**config.mk**
```make
export PLATFORM = sky130hd
export DESIGN_NAME = usb_device
export DESIGN_NICKNAME = d
export VERILOG_FILES = /design/src/hdl/usb_pkg.sv /design/src/hdl/usb_endp_fifo.sv /design/src/hdl/usb_dev_regs.sv /design/src/hdl/usb_sie.sv /design/src/hdl/usb_device.sv
export SDC_FILE = /design/constraint.sdc
export NUM_CORES = 2
export LEC_CHECK = 0
export BUFFER_PORTS_ARGS = -buffer_cell sky130_fd_sc_hd__buf_2
export CORE_MARGIN = 4
export CORE_UTILIZATION = 30
export DETAILED_ROUTE_END_ITERATION = 8
export SETUP_SLACK_MARGIN = 0.3
export SYNTH_ARGS = -nofsm -noshare
export SYNTH_HDL_FRONTEND = slang
export SYNTH_SLANG_ARGS = --single-unit
```
**constraint.sdc**
```tcl
create_clock -name clk -period 2.7 [get_ports clk]
set_input_delay 0.27 -clock clk [delete_from_list [all_inputs] [get_ports clk]]
set_output_delay 0.27 -clock clk [all_outputs]
set_load 0.005 [all_outputs]
```
**src/hdl/usb_pkg.sv**
```systemverilog
package usb_pkg;

   // 4-bit PID as it appears in the low nibble of the PID byte
   typedef enum logic [3:0] {
      RESERVED = 4'b0000,
      OUT      = 4'b0001,                 // Token
      IN       = 4'b1001,                 // Token
      SETUP    = 4'b1101,                 // Token
      DATA0    = 4'b0011,                 // Data
      DATA1    = 4'b1011,                 // Data
      ACK      = 4'b0010,                 // Handshake
      NAK      = 4'b1010,                 // Handshake
      STALL    = 4'b1110                  // Handshake
   } pid_t;

   typedef enum logic [1:0] {
      CFG_SET_ADDR  = 2'd0,               // Load device address
      CFG_SET_STALL = 2'd1,               // Halt one endpoint
      CFG_CLR_STALL = 2'd2                // Release one endpoint
   } cfg_op_t;

   // Received token, 24 bits
   typedef struct packed {
      pid_t       pid;
      logic [3:0] pidx;                   // Complement of pid
      logic [6:0] addr;
      logic [3:0] endp;
      logic [4:0] crc5;
   } token_t;

   typedef struct packed {
      logic       valid;                  // Byte strobe
      logic       active;                 // Low outside a packet
      logic [7:0] data;
   } utmi_rx_t;

   typedef struct packed {
      logic       valid;                  // Held until tx_ready
      logic [7:0] data;
   } utmi_tx_t;

   // Polynomials and residuals in reflected form since the LSB goes first
   localparam logic [4:0]  CRC5_POLY      = 5'b10100;
   localparam logic [4:0]  CRC5_RESIDUAL  = 5'b00110;
   localparam logic [15:0] CRC16_POLY     = 16'hA001;
   localparam logic [15:0] CRC16_RESIDUAL = 16'hB001;

   // Runs over addr, endp and the received crc5 bits
   function automatic logic crc5_ok(input logic [15:0] d);
      logic [4:0] crc;
      crc = 5'h1f;                        // Preset to all ones
      for (int i = 0; i < 16; i++)
      begin
         if (crc[0] ^ d[i])
            crc = (crc >> 1) ^ CRC5_POLY;
         else
            crc = crc >> 1;
      end
      return crc == CRC5_RESIDUAL;
   endfunction

   // One byte, LSB first
   function automatic logic [15:0] crc16_step(input logic [15:0] crc, input logic [7:0] d);
      logic [15:0] c;
      c = crc;
      for (int i = 0; i < 8; i++)
      begin
         if (c[0] ^ d[i])
            c = (c >> 1) ^ CRC16_POLY;
         else
            c = c >> 1;
      end
      return c;
   endfunction

endpackage

```
**src/hdl/usb_endp_fifo.sv**
```systemverilog
`timescale 1ns/1ps

module usb_endp_fifo #(
   parameter int DEPTH = 64               // Power of two
) (
   input  logic       clk,
   input  logic       rst,
   input  logic       clr,                // Bus reset flush
   input  logic       wr,
   input  logic       commit,
   input  logic       abort,
   input  logic [7:0] din,
   input  logic       rd,
   output logic [7:0] q,
   output logic       empty,
   output logic       full
);

   localparam int AW = $clog2(DEPTH);

   logic [7:0]  mem [DEPTH];
   logic [AW:0] rd_ptr;                   // Extra bit tells full from empty
   logic [AW:0] wr_ptr;                   // Working pointer
   logic [AW:0] cm_ptr;                   // Last committed pointer
   logic [AW:0] wr_next;
   logic        do_wr;
   logic        do_rd;

   assign empty   = (rd_ptr == cm_ptr);   // Reader sees committed data only
   assign full    = (wr_ptr[AW-1:0] == rd_ptr[AW-1:0]) && (wr_ptr[AW] != rd_ptr[AW]);
   assign do_wr   = wr && !full;
   assign do_rd   = rd && !empty;
   assign wr_next = do_wr ? wr_ptr + 1'b1 : wr_ptr;

   always_ff @(posedge clk)
   begin
      if (rst || clr)
      begin
         rd_ptr <= '0;
         wr_ptr <= '0;
         cm_ptr <= '0;
      end
      else
      begin
         if (abort)
            wr_ptr <= cm_ptr;             // Roll back the tentative bytes
         else
         begin
            wr_ptr <= wr_next;
            if (commit)
               cm_ptr <= wr_next;         // Includes a write in this cycle
         end
         if (do_rd)
            rd_ptr <= rd_ptr + 1'b1;
      end
   end

   // Storage and read port
   always_ff @(posedge clk)
   begin
      if (do_wr)
         mem[wr_ptr[AW-1:0]] <= din;
      if (do_rd)
         q <= mem[rd_ptr[AW-1:0]];        // Valid the cycle after rd
   end

endmodule

```
**src/hdl/usb_dev_regs.sv**
```systemverilog
`timescale 1ns/1ps

module usb_dev_regs (
   input  logic              clk,
   input  logic              rst,
   input  logic              usb_reset,
   input  logic              cfg_req,
   input  usb_pkg::cfg_op_t  cfg_op,
   input  logic              cfg_ep,     // Endpoint number for stall ops
   input  logic [6:0]        cfg_data,   // New address
   output logic              cfg_ack,
   output logic [6:0]        dev_addr,
   output logic [1:0]        stall       // One bit per endpoint
);

   typedef enum logic {
      S_IDLE,                             // Waiting for req
      S_ACK                               // Holding ack until req drops
   } state_t;

   state_t state;
   logic   apply;

   assign apply   = (state == S_IDLE) && cfg_req;   // Request edge
   assign cfg_ack = (state == S_ACK);

   // Four-phase handshake
   always_ff @(posedge clk)
   begin
      if (rst)
         state <= S_IDLE;
      else
      begin
         case (state)
            S_IDLE:
               if (cfg_req)
                  state <= S_ACK;
            S_ACK:
               if (!cfg_req)
                  state <= S_IDLE;        // Ack falls one cycle later
            default:
               state <= S_IDLE;
         endcase
      end
   end

   // Registers change on the same edge that raises ack
   always_ff @(posedge clk)
   begin
      if (rst || usb_reset)
      begin
         dev_addr <= 7'd0;                // Default address after bus reset
         stall    <= 2'b00;
      end
      else if (apply)
      begin
         case (cfg_op)
            usb_pkg::CFG_SET_ADDR:
               dev_addr <= cfg_data;
            usb_pkg::CFG_SET_STALL:
               stall[cfg_ep] <= 1'b1;
            usb_pkg::CFG_CLR_STALL:
               stall[cfg_ep] <= 1'b0;
            default:
               ;                          // Unused code is a no-op
         endcase
      end
   end

endmodule

```
**src/hdl/usb_sie.sv**
```systemverilog
`timescale 1ns/1ps

module usb_sie (
   input  logic              clk,
   input  logic              rst,
   input  logic              usb_reset,
   input  usb_pkg::utmi_rx_t rx,
   output usb_pkg::utmi_tx_t tx,
   input  logic              tx_ready,
   input  logic [6:0]        dev_addr,
   input  logic [1:0]        stall,
   input  logic              ep0o_full,
   output logic              ep0o_wr,
   output logic              ep0o_commit,
   output logic              ep0o_abort,
   output logic [7:0]        ep0o_din,
   input  logic [1:0]        epi_empty,
   input  logic [7:0]        epi_q0,
   input  logic [7:0]        epi_q1,
   output logic [1:0]        epi_rd
);

   typedef enum logic [3:0] {
      S_TOKEN0,                           // Idle, waiting for a PID byte
      S_TOKEN1,                           // Addr and endp[0]
      S_TOKEN2,                           // endp[3:1] and crc5
      S_TOKEN3,                           // Wait for end of token
      S_SKIP,                             // Drop rest of a foreign packet
      S_OUT_PID,
      S_OUT_DATA,
      S_IN_PID,
      S_IN_DATA,
      S_IN_CRC0,
      S_IN_CRC1,
      S_ACK,
      S_STALL
   } state_t;

   state_t            state;
   state_t            state_next;
   usb_pkg::token_t   token;
   usb_pkg::pid_t     rx_pid;
   logic [15:0]       crc;
   logic [7:0]        hold0;              // Newest OUT byte
   logic [7:0]        hold1;              // Byte to write next
   logic [1:0]        held;               // Bytes in the delay line
   logic              tok_ok;
   logic              tok_pid;
   logic              data_pid_ok;
   logic              stalled;
   logic              ep_sel;
   logic              in_empty;
   logic [7:0]        in_q;
   logic              in_rd;
   logic              rx_end;
   logic              crc_good;

   assign rx_pid   = usb_pkg::pid_t'(rx.data[3:0]);
   assign rx_end   = !rx.valid && !rx.active;
   assign crc_good = (crc == usb_pkg::CRC16_RESIDUAL);
   assign tok_pid  = (rx_pid == usb_pkg::OUT) || (rx_pid == usb_pkg::IN) ||
                     (rx_pid == usb_pkg::SETUP);

   // Endpoint steering, only endp[0] matters past the token check
   assign ep_sel   = token.endp[0];
   assign in_empty = ep_sel ? epi_empty[1] : epi_empty[0];
   assign in_q     = ep_sel ? epi_q1 : epi_q0;
   assign epi_rd   = {in_rd & ep_sel, in_rd & ~ep_sel};
   assign stalled  = stall[ep_sel] && (token.pid != usb_pkg::SETUP);   // SETUP ignores halt

   always_comb
   begin
      tok_ok = (token.pidx == ~token.pid) &&
               usb_pkg::crc5_ok({token.crc5, token.endp, token.addr}) &&
               (token.addr == dev_addr) && (token.endp[3:1] == 3'd0);
      if (token.pid != usb_pkg::IN && token.endp[0])
         tok_ok = 1'b0;                   // Endpoint 1 is IN only
   end

   assign data_pid_ok = (rx.data[7:4] == ~rx.data[3:0]) &&
                        ((rx_pid == usb_pkg::DATA0) ||
                         (rx_pid == usb_pkg::DATA1 && token.pid != usb_pkg::SETUP));

   always_ff @(posedge clk)
   begin
      if (rst || usb_reset)
         state <= S_TOKEN0;
      else
         state <= state_next;
   end

   always_comb
   begin
      state_next = state;
      case (state)
         S_TOKEN0:
            if (rx.valid)
               state_next = tok_pid ? S_TOKEN1 : S_SKIP;
         S_TOKEN1:
            if (rx.valid)
               state_next = S_TOKEN2;
            else if (!rx.active)
               state_next = S_TOKEN0;     // Runt token
         S_TOKEN2:
            if (rx.valid)
               state_next = S_TOKEN3;
            else if (!rx.active)
               state_next = S_TOKEN0;
         S_TOKEN3:
            if (rx.valid)
               state_next = S_SKIP;       // Too long for a token
            else if (!rx.active)
            begin
               if (!tok_ok)
                  state_next = S_TOKEN0;
               else if (token.pid == usb_pkg::IN)
                  state_next = stalled ? S_STALL : S_IN_PID;
               else
                  state_next = S_OUT_PID;
            end
         S_SKIP:
            if (!rx.active)
               state_next = S_TOKEN0;
         S_OUT_PID:
            if (rx.valid)
               state_next = data_pid_ok ? S_OUT_DATA : S_SKIP;
         S_OUT_DATA:
            if (ep0o_wr && ep0o_full)
               state_next = S_SKIP;       // Overflow drops the packet
            else if (rx_end)
            begin
               if (!crc_good)
                  state_next = S_TOKEN0;
               else
                  state_next = stalled ? S_STALL : S_ACK;
            end
         S_IN_PID:
            if (tx_ready)
               state_next = in_empty ? S_IN_CRC0 : S_IN_DATA;
         S_IN_DATA:
            if (tx_ready && in_empty)
               state_next = S_IN_CRC0;
         S_IN_CRC0:
            if (tx_ready)
               state_next = S_IN_CRC1;
         S_IN_CRC1, S_ACK, S_STALL:
            if (tx_ready)
               state_next = S_TOKEN0;
         default:
            state_next = S_TOKEN0;
      endcase
   end

   // Token fields, CRC and the two-byte OUT delay line
   always_ff @(posedge clk)
   begin
      case (state)
         S_TOKEN0:
            if (rx.valid)
            begin
               token.pidx <= rx.data[7:4];
               token.pid  <= rx_pid;
            end
         S_TOKEN1:
            if (rx.valid)
            begin
               token.addr    <= rx.data[6:0];
               token.endp[0] <= rx.data[7];
            end
         S_TOKEN2:
            if (rx.valid)
            begin
               token.endp[3:1] <= rx.data[2:0];
               token.crc5      <= rx.data[7:3];
            end
         S_TOKEN3:
            crc <= 16'hffff;              // Preset for IN
         S_OUT_PID:
         begin
            crc  <= 16'hffff;             // Preset for OUT
            held <= 2'd0;
         end
         S_OUT_DATA:
            if (rx.valid)
            begin
               crc   <= usb_pkg::crc16_step(crc, rx.data);
               hold0 <= rx.data;
               hold1 <= hold0;
               if (held != 2'd2)
                  held <= held + 2'd1;
            end
         S_IN_DATA:
            if (tx_ready)
               crc <= usb_pkg::crc16_step(crc, in_q);
         default:
            ;
      endcase
   end

   // OUT bytes trail by two so the CRC16 bytes never reach the FIFO
   assign ep0o_wr     = (state == S_OUT_DATA) && rx.valid && (held == 2'd2);
   assign ep0o_din    = hold1;
   assign ep0o_commit = (state == S_OUT_DATA) && rx_end && crc_good && !stalled;
   assign ep0o_abort  = (state == S_OUT_DATA) &&
                        ((ep0o_wr && ep0o_full) || (rx_end && (!crc_good || stalled)));

   // Transmit mux
   always_comb
   begin
      tx.valid = 1'b0;
      tx.data  = 8'h00;
      in_rd    = 1'b0;
      case (state)
         S_IN_PID:
         begin
            tx.valid = 1'b1;
            tx.data  = {~usb_pkg::DATA0, usb_pkg::DATA0};
            in_rd    = tx_ready && !in_empty;   // Prefetch first byte
         end
         S_IN_DATA:
         begin
            tx.valid = 1'b1;
            tx.data  = in_q;              // Stable until rd
            in_rd    = tx_ready && !in_empty;
         end
         S_IN_CRC0:
         begin
            tx.valid = 1'b1;
            tx.data  = ~crc[7:0];         // Register already holds wire bit order
         end
         S_IN_CRC1:
         begin
            tx.valid = 1'b1;
            tx.data  = ~crc[15:8];
         end
         S_ACK:
         begin
            tx.valid = 1'b1;
            tx.data  = {~usb_pkg::ACK, usb_pkg::ACK};
         end
         S_STALL:
         begin
            tx.valid = 1'b1;
            tx.data  = {~usb_pkg::STALL, usb_pkg::STALL};
         end
         default:
            ;
      endcase
   end

endmodule

```
**src/hdl/usb_device.sv**
```systemverilog
`timescale 1ns/1ps

module usb_device #(
   parameter int EP_DEPTH = 64            // Bytes per endpoint FIFO
) (
   input  logic              clk,
   input  logic              rst,
   input  logic              usb_reset,   // Bus reset from transceiver
   input  usb_pkg::utmi_rx_t rx,
   output usb_pkg::utmi_tx_t tx,
   input  logic              tx_ready,
   input  logic              cfg_req,
   input  usb_pkg::cfg_op_t  cfg_op,
   input  logic              cfg_ep,
   input  logic [6:0]        cfg_data,
   output logic              cfg_ack,
   input  logic              ep0_out_rd,
   output logic [7:0]        ep0_out_dout,
   output logic              ep0_out_empty,
   input  logic              ep0_in_wr,
   input  logic [7:0]        ep0_in_din,
   output logic              ep0_in_full,
   input  logic              ep1_in_wr,
   input  logic [7:0]        ep1_in_din,
   output logic              ep1_in_full
);

   logic [6:0] dev_addr;
   logic [1:0] stall;
   logic       ep0o_full;
   logic       ep0o_wr;
   logic       ep0o_commit;
   logic       ep0o_abort;
   logic [7:0] ep0o_din;
   logic [1:0] epi_empty;
   logic [7:0] epi_q0;
   logic [7:0] epi_q1;
   logic [1:0] epi_rd;

   usb_dev_regs usb_dev_regs_i (
      .clk(clk), .rst(rst), .usb_reset(usb_reset),
      .cfg_req(cfg_req), .cfg_op(cfg_op), .cfg_ep(cfg_ep), .cfg_data(cfg_data),
      .cfg_ack(cfg_ack), .dev_addr(dev_addr), .stall(stall)
   );

   usb_sie usb_sie_i (
      .clk(clk), .rst(rst), .usb_reset(usb_reset),
      .rx(rx), .tx(tx), .tx_ready(tx_ready),
      .dev_addr(dev_addr), .stall(stall),
      .ep0o_full(ep0o_full), .ep0o_wr(ep0o_wr), .ep0o_commit(ep0o_commit),
      .ep0o_abort(ep0o_abort), .ep0o_din(ep0o_din),
      .epi_empty(epi_empty), .epi_q0(epi_q0), .epi_q1(epi_q1), .epi_rd(epi_rd)
   );

   // OUT endpoint 0, written tentatively by the engine
   usb_endp_fifo #(.DEPTH(EP_DEPTH)) ep0_out_fifo_i (
      .clk(clk), .rst(rst), .clr(usb_reset),
      .wr(ep0o_wr), .commit(ep0o_commit), .abort(ep0o_abort), .din(ep0o_din),
      .rd(ep0_out_rd), .q(ep0_out_dout), .empty(ep0_out_empty), .full(ep0o_full)
   );

   // IN endpoints, host pushes are committed at once
   usb_endp_fifo #(.DEPTH(EP_DEPTH)) ep0_in_fifo_i (
      .clk(clk), .rst(rst), .clr(usb_reset),
      .wr(ep0_in_wr), .commit(1'b1), .abort(1'b0), .din(ep0_in_din),
      .rd(epi_rd[0]), .q(epi_q0), .empty(epi_empty[0]), .full(ep0_in_full)
   );

   usb_endp_fifo #(.DEPTH(EP_DEPTH)) ep1_in_fifo_i (
      .clk(clk), .rst(rst), .clr(usb_reset),
      .wr(ep1_in_wr), .commit(1'b1), .abort(1'b0), .din(ep1_in_din),
      .rd(epi_rd[1]), .q(epi_q1), .empty(epi_empty[1]), .full(ep1_in_full)
   );

endmodule

```
==> flow_summary.json <==
{
  "clock-sinks": 1681,
  "grt_pass1_vias": 33878,
  "antenna_found_initial": 12,
  "status": "finished, violations left",
  "pre_cts_ws_ns": 0.003255,
  "synth_area_per_cell_um2": 20.84,
  "cts_tree": "yes",
  "irDropWorstVdd_mv": 0.6014,
  "routed-via-count": 32783,
  "skew_ns": 0.04587,
  "regArea_mm2": 0.04989,
  "grt_pass1_wl_mm": 231.7,
  "setup.worst_path.class": "register to register",
  "grt_setup_unrepaired": "yes",
  "synth_area_leaders": "edfxtp_1 (73%), mux4_2 (16%), dfxtp_1 (1.9%)",
  "wl_mm": 156.7,
  "setup_viol": 4,
  "setup-tns-final_ns": -0.1096,
  "drc": 0,
  "num-fill-cells": 19797,
  "ys_ff_latch": 1681,
  "area_growth_syn_to_layout_pct": 23.04,
  "routabilityCongestion": 0.8085,
  "coreArea_mm2": 0.2202,
  "clk-insertion-delay-late_ns": 0.79,
  "slew_headroom_pct": 17.41,
  "synth.distinct_cells": 65,
  "hold_depth": 1,
  "grt_max_degree": 68,
  "drive_above_1_share_pct": 37.58,
  "crit_required_ns": 3.24,
  "cap_violations": 0,
  "dr.pass1.iters": 5,
  "end_kind": "register",
  "worst_slew_pin_slew_ns": 1.236,
  "ant_nets": 0,
  "die_w_um": 478.8,
  "yosysWarnings": 0,
  "placementRows": 172,
  "ff2ff_path_depth": 10,
  "grt_usage_pct": 13.51,
  "multi_input_comb_area_mm2": 0.01676,
  "wl_per_cell_um": 22.87,
  "syn-cell-area_mm2": 0.06649,
  "fin_ws_ns": -0.04199,
  "cp-start-kind": "register",
  "fin_cells": 6854,
  "syn-num-nets": 3243,
  "port_buffers": 64,
  "cts-root-buf": "clkbuf_16",
  "nets": 3803,
  "yosysMostFrequentCell": "edfxtp_1",
  "ctsHtreeMaxLevel": 4,
  "ys_top_cells_by_count": "edfxtp_1 (1618), mux4_2 (480), nor2_1 (278)",
  "leakage_uw": 0.02535,
  "ioPinCount": 65,
  "ys.flop_type": "edfxtp_1",
  "worstPathArrival_ns": 3.28,
  "initial_utilization_pct": 30.20,
  "synth_cells": 3190,
  "min-delay-path-class": "primary input to register",
  "finalHoldViolCount": 0,
  "clockBufferDepth": 3,
  "cts_buffers": 169,
  "period_needed_ns": 2.742,
  "first_iter_violations": 2835,
  "critical_path.max_fanout": 3,
  "vias_per_cell": 4.783,
  "ys_seq_area_share_pct": 74.97,
  "die_y_um": 478.8,
  "grt-ovfl-total": 0,
  "synth_largest_area_cell": "edfxtp_1",
  "hpwl_mm": 98.23,
  "synth_edf_count": 1618,
  "placed_cells": 6389,
  "synth-async-reset-ratio_pct": 0,
  "powerDensity_mw_per_mm2": 639.6,
  "dieArea_mm2": 0.2292,
  "max_freq_mhz": 364.7,
  "slew_violations": 0,
  "violations": "setup timing",
  "synth_top_area_share_pct": 73.07,
  "finalCritPeriodShare_pct": 101.6,
  "clkSlewWorstSetupHoldPaths_ns": 0.07
}
path summary, 6_finish.rpt:
kind	start	endpoint	slack, ns
worst max-delay path	usb_sie_i.ep_sel	usb_sie_i.crc[0]	-0.04
worst max register to register	usb_sie_i.ep_sel	usb_sie_i.crc[0]	-0.04
worst min-delay path	ep0_in_din[2]	ep0_in_fifo_i.mem[2][2]	0.05
worst min register to register	usb_sie_i.hold0[5]	usb_sie_i.ep0o_din[5]	0.42
kinds of logic after synthesis:
family | Yosys count | share of synthesized area [%]
AOI/OAI and AO/OA | 146 | 1.575
DFF | 1681 | 74.97
muxes | 511 | 16.75
buffers and inverters | 205 | 1.231
adders and majority gates | 9 | 0.1694
and+or+nand+nor | 505 | 3.487
xor gates and xnor gates | 133 | 1.825
per-stage QoR:
step / total power, uW / util [%] / instance area (um2) / hold slack [ns]
after floorplan: 29240 / - / 66750 / 0.3416
after global placement: 29670 / 33.25 / 73200 / 0.4017
after detailed placement: 29690 / 33.25 / 73200 / 0.4045
after CTS: 52880 / 36.90 / 81240 / 0.009773
after global routing: 54130 / 37.16 / 81810 / 0.03386
final: 52320 / 37.16 / 81810 / 0.04692
power breakdown:
group	total (uW)	internal, uW	leakage [uW]	switching, uW
Combinational	732	225	0.00760	507
Sequential	28500	28400	0.0151	20.1
Clock	23100	13100	0.00266	10000
Total	52300	41700	0.0254	10600
cell type report:
| type | count | area share [%] |
|---|---|---|
| Clock buffer | 198 | 5.302 |
| Multi-Input combinational cell | 1304 | 20.48 |
| Antenna cell | 6 | 0.01835 |
| Timing Repair Buffer | 574 | 7.157 |
| Clock inverter | 113 | 1.439 |
| Inverter | 20 | 0.09176 |
| Sequential cell | 1681 | 60.98 |
| Tap cell | 2958 | 4.524 |
state kept, by name (all words and copies together) (netlist names), 4 cells and up, named ones only:
name,cells
ep0_out_fifo_i.cm_ptr,7
ep0_out_fifo_i.wr_ptr,7
ep0_in_fifo_i.q,8
ep0_out_fifo_i.q,8
usb_sie_i.token,23
ep0_out_fifo_i.mem,512
usb_sie_i.ep0o_din,8
ep1_in_fifo_i.wr_ptr,7
ep0_in_fifo_i.rd_ptr,7
ep1_in_fifo_i.q,8
ep1_in_fifo_i.mem,512
usb_sie_i.hold0,8
usb_sie_i.state,4
ep1_in_fifo_i.rd_ptr,7
ep0_in_fifo_i.mem,512
usb_dev_regs_i.dev_addr,7
ep0_in_fifo_i.wr_ptr,7
usb_sie_i.crc,16
ep0_out_fifo_i.rd_ptr,7
routing by layer:
| metal | up-vias | wire, um | global-route usage [%] |
|---|---|---|---|
| met5 | - | 0 | 0 |
| met4 | 0 | 4840 | 4.510 |
| met3 | 260 | 8881 | 2.509 |
| met2 | 929 | 78490 | 22.52 |
| met1 | 17326 | 64540 | 17.84 |
| li1 | 14268 | - | - |
cell usage in the layout (no fill, tap or decap), drive strengths merged, types with 13 or more instances in the layout:
cell         netlist  layout
a21oi             21      21
a22oi             50      50
buf               68     535
bufinv             0      15
clkbuf           117     201
clkinv             0      84
dfxtp             63      63
dlygate4sd3        0      35
edfxtp          1618    1618
inv               20      26
mux2i             29      29
mux4             480     480
nand2             79      79
nand3             28      28
nand3b            16      16
nand4             13      13
nor2             278     278
nor2b             17      17
o21ai             25      25
xnor2             64      64
xor2              66      66
critical path, stage by stage (launching register included):
cell      delay (ns)
edfxtp_1        0.43
buf_12          0.16
buf_12          0.12
buf_12          0.12
mux2i_4         0.20
xnor3_1         0.27
xnor3_1         0.41
xnor3_1         0.25
xor2_1          0.19
a22oi_2         0.23
mux2i_1         0.10
repair_timing:
action,4_1_cts,5_1_grt
resized for setup,192,70
hold buffers,35,0
endpoints found under the hold margin,217,0
gates cloned,22,3
pin swaps,54,46
setup endpoints to repair,646,839
setup buffers,73,15
Note: power is estimated with default switching activity, not from simulation.
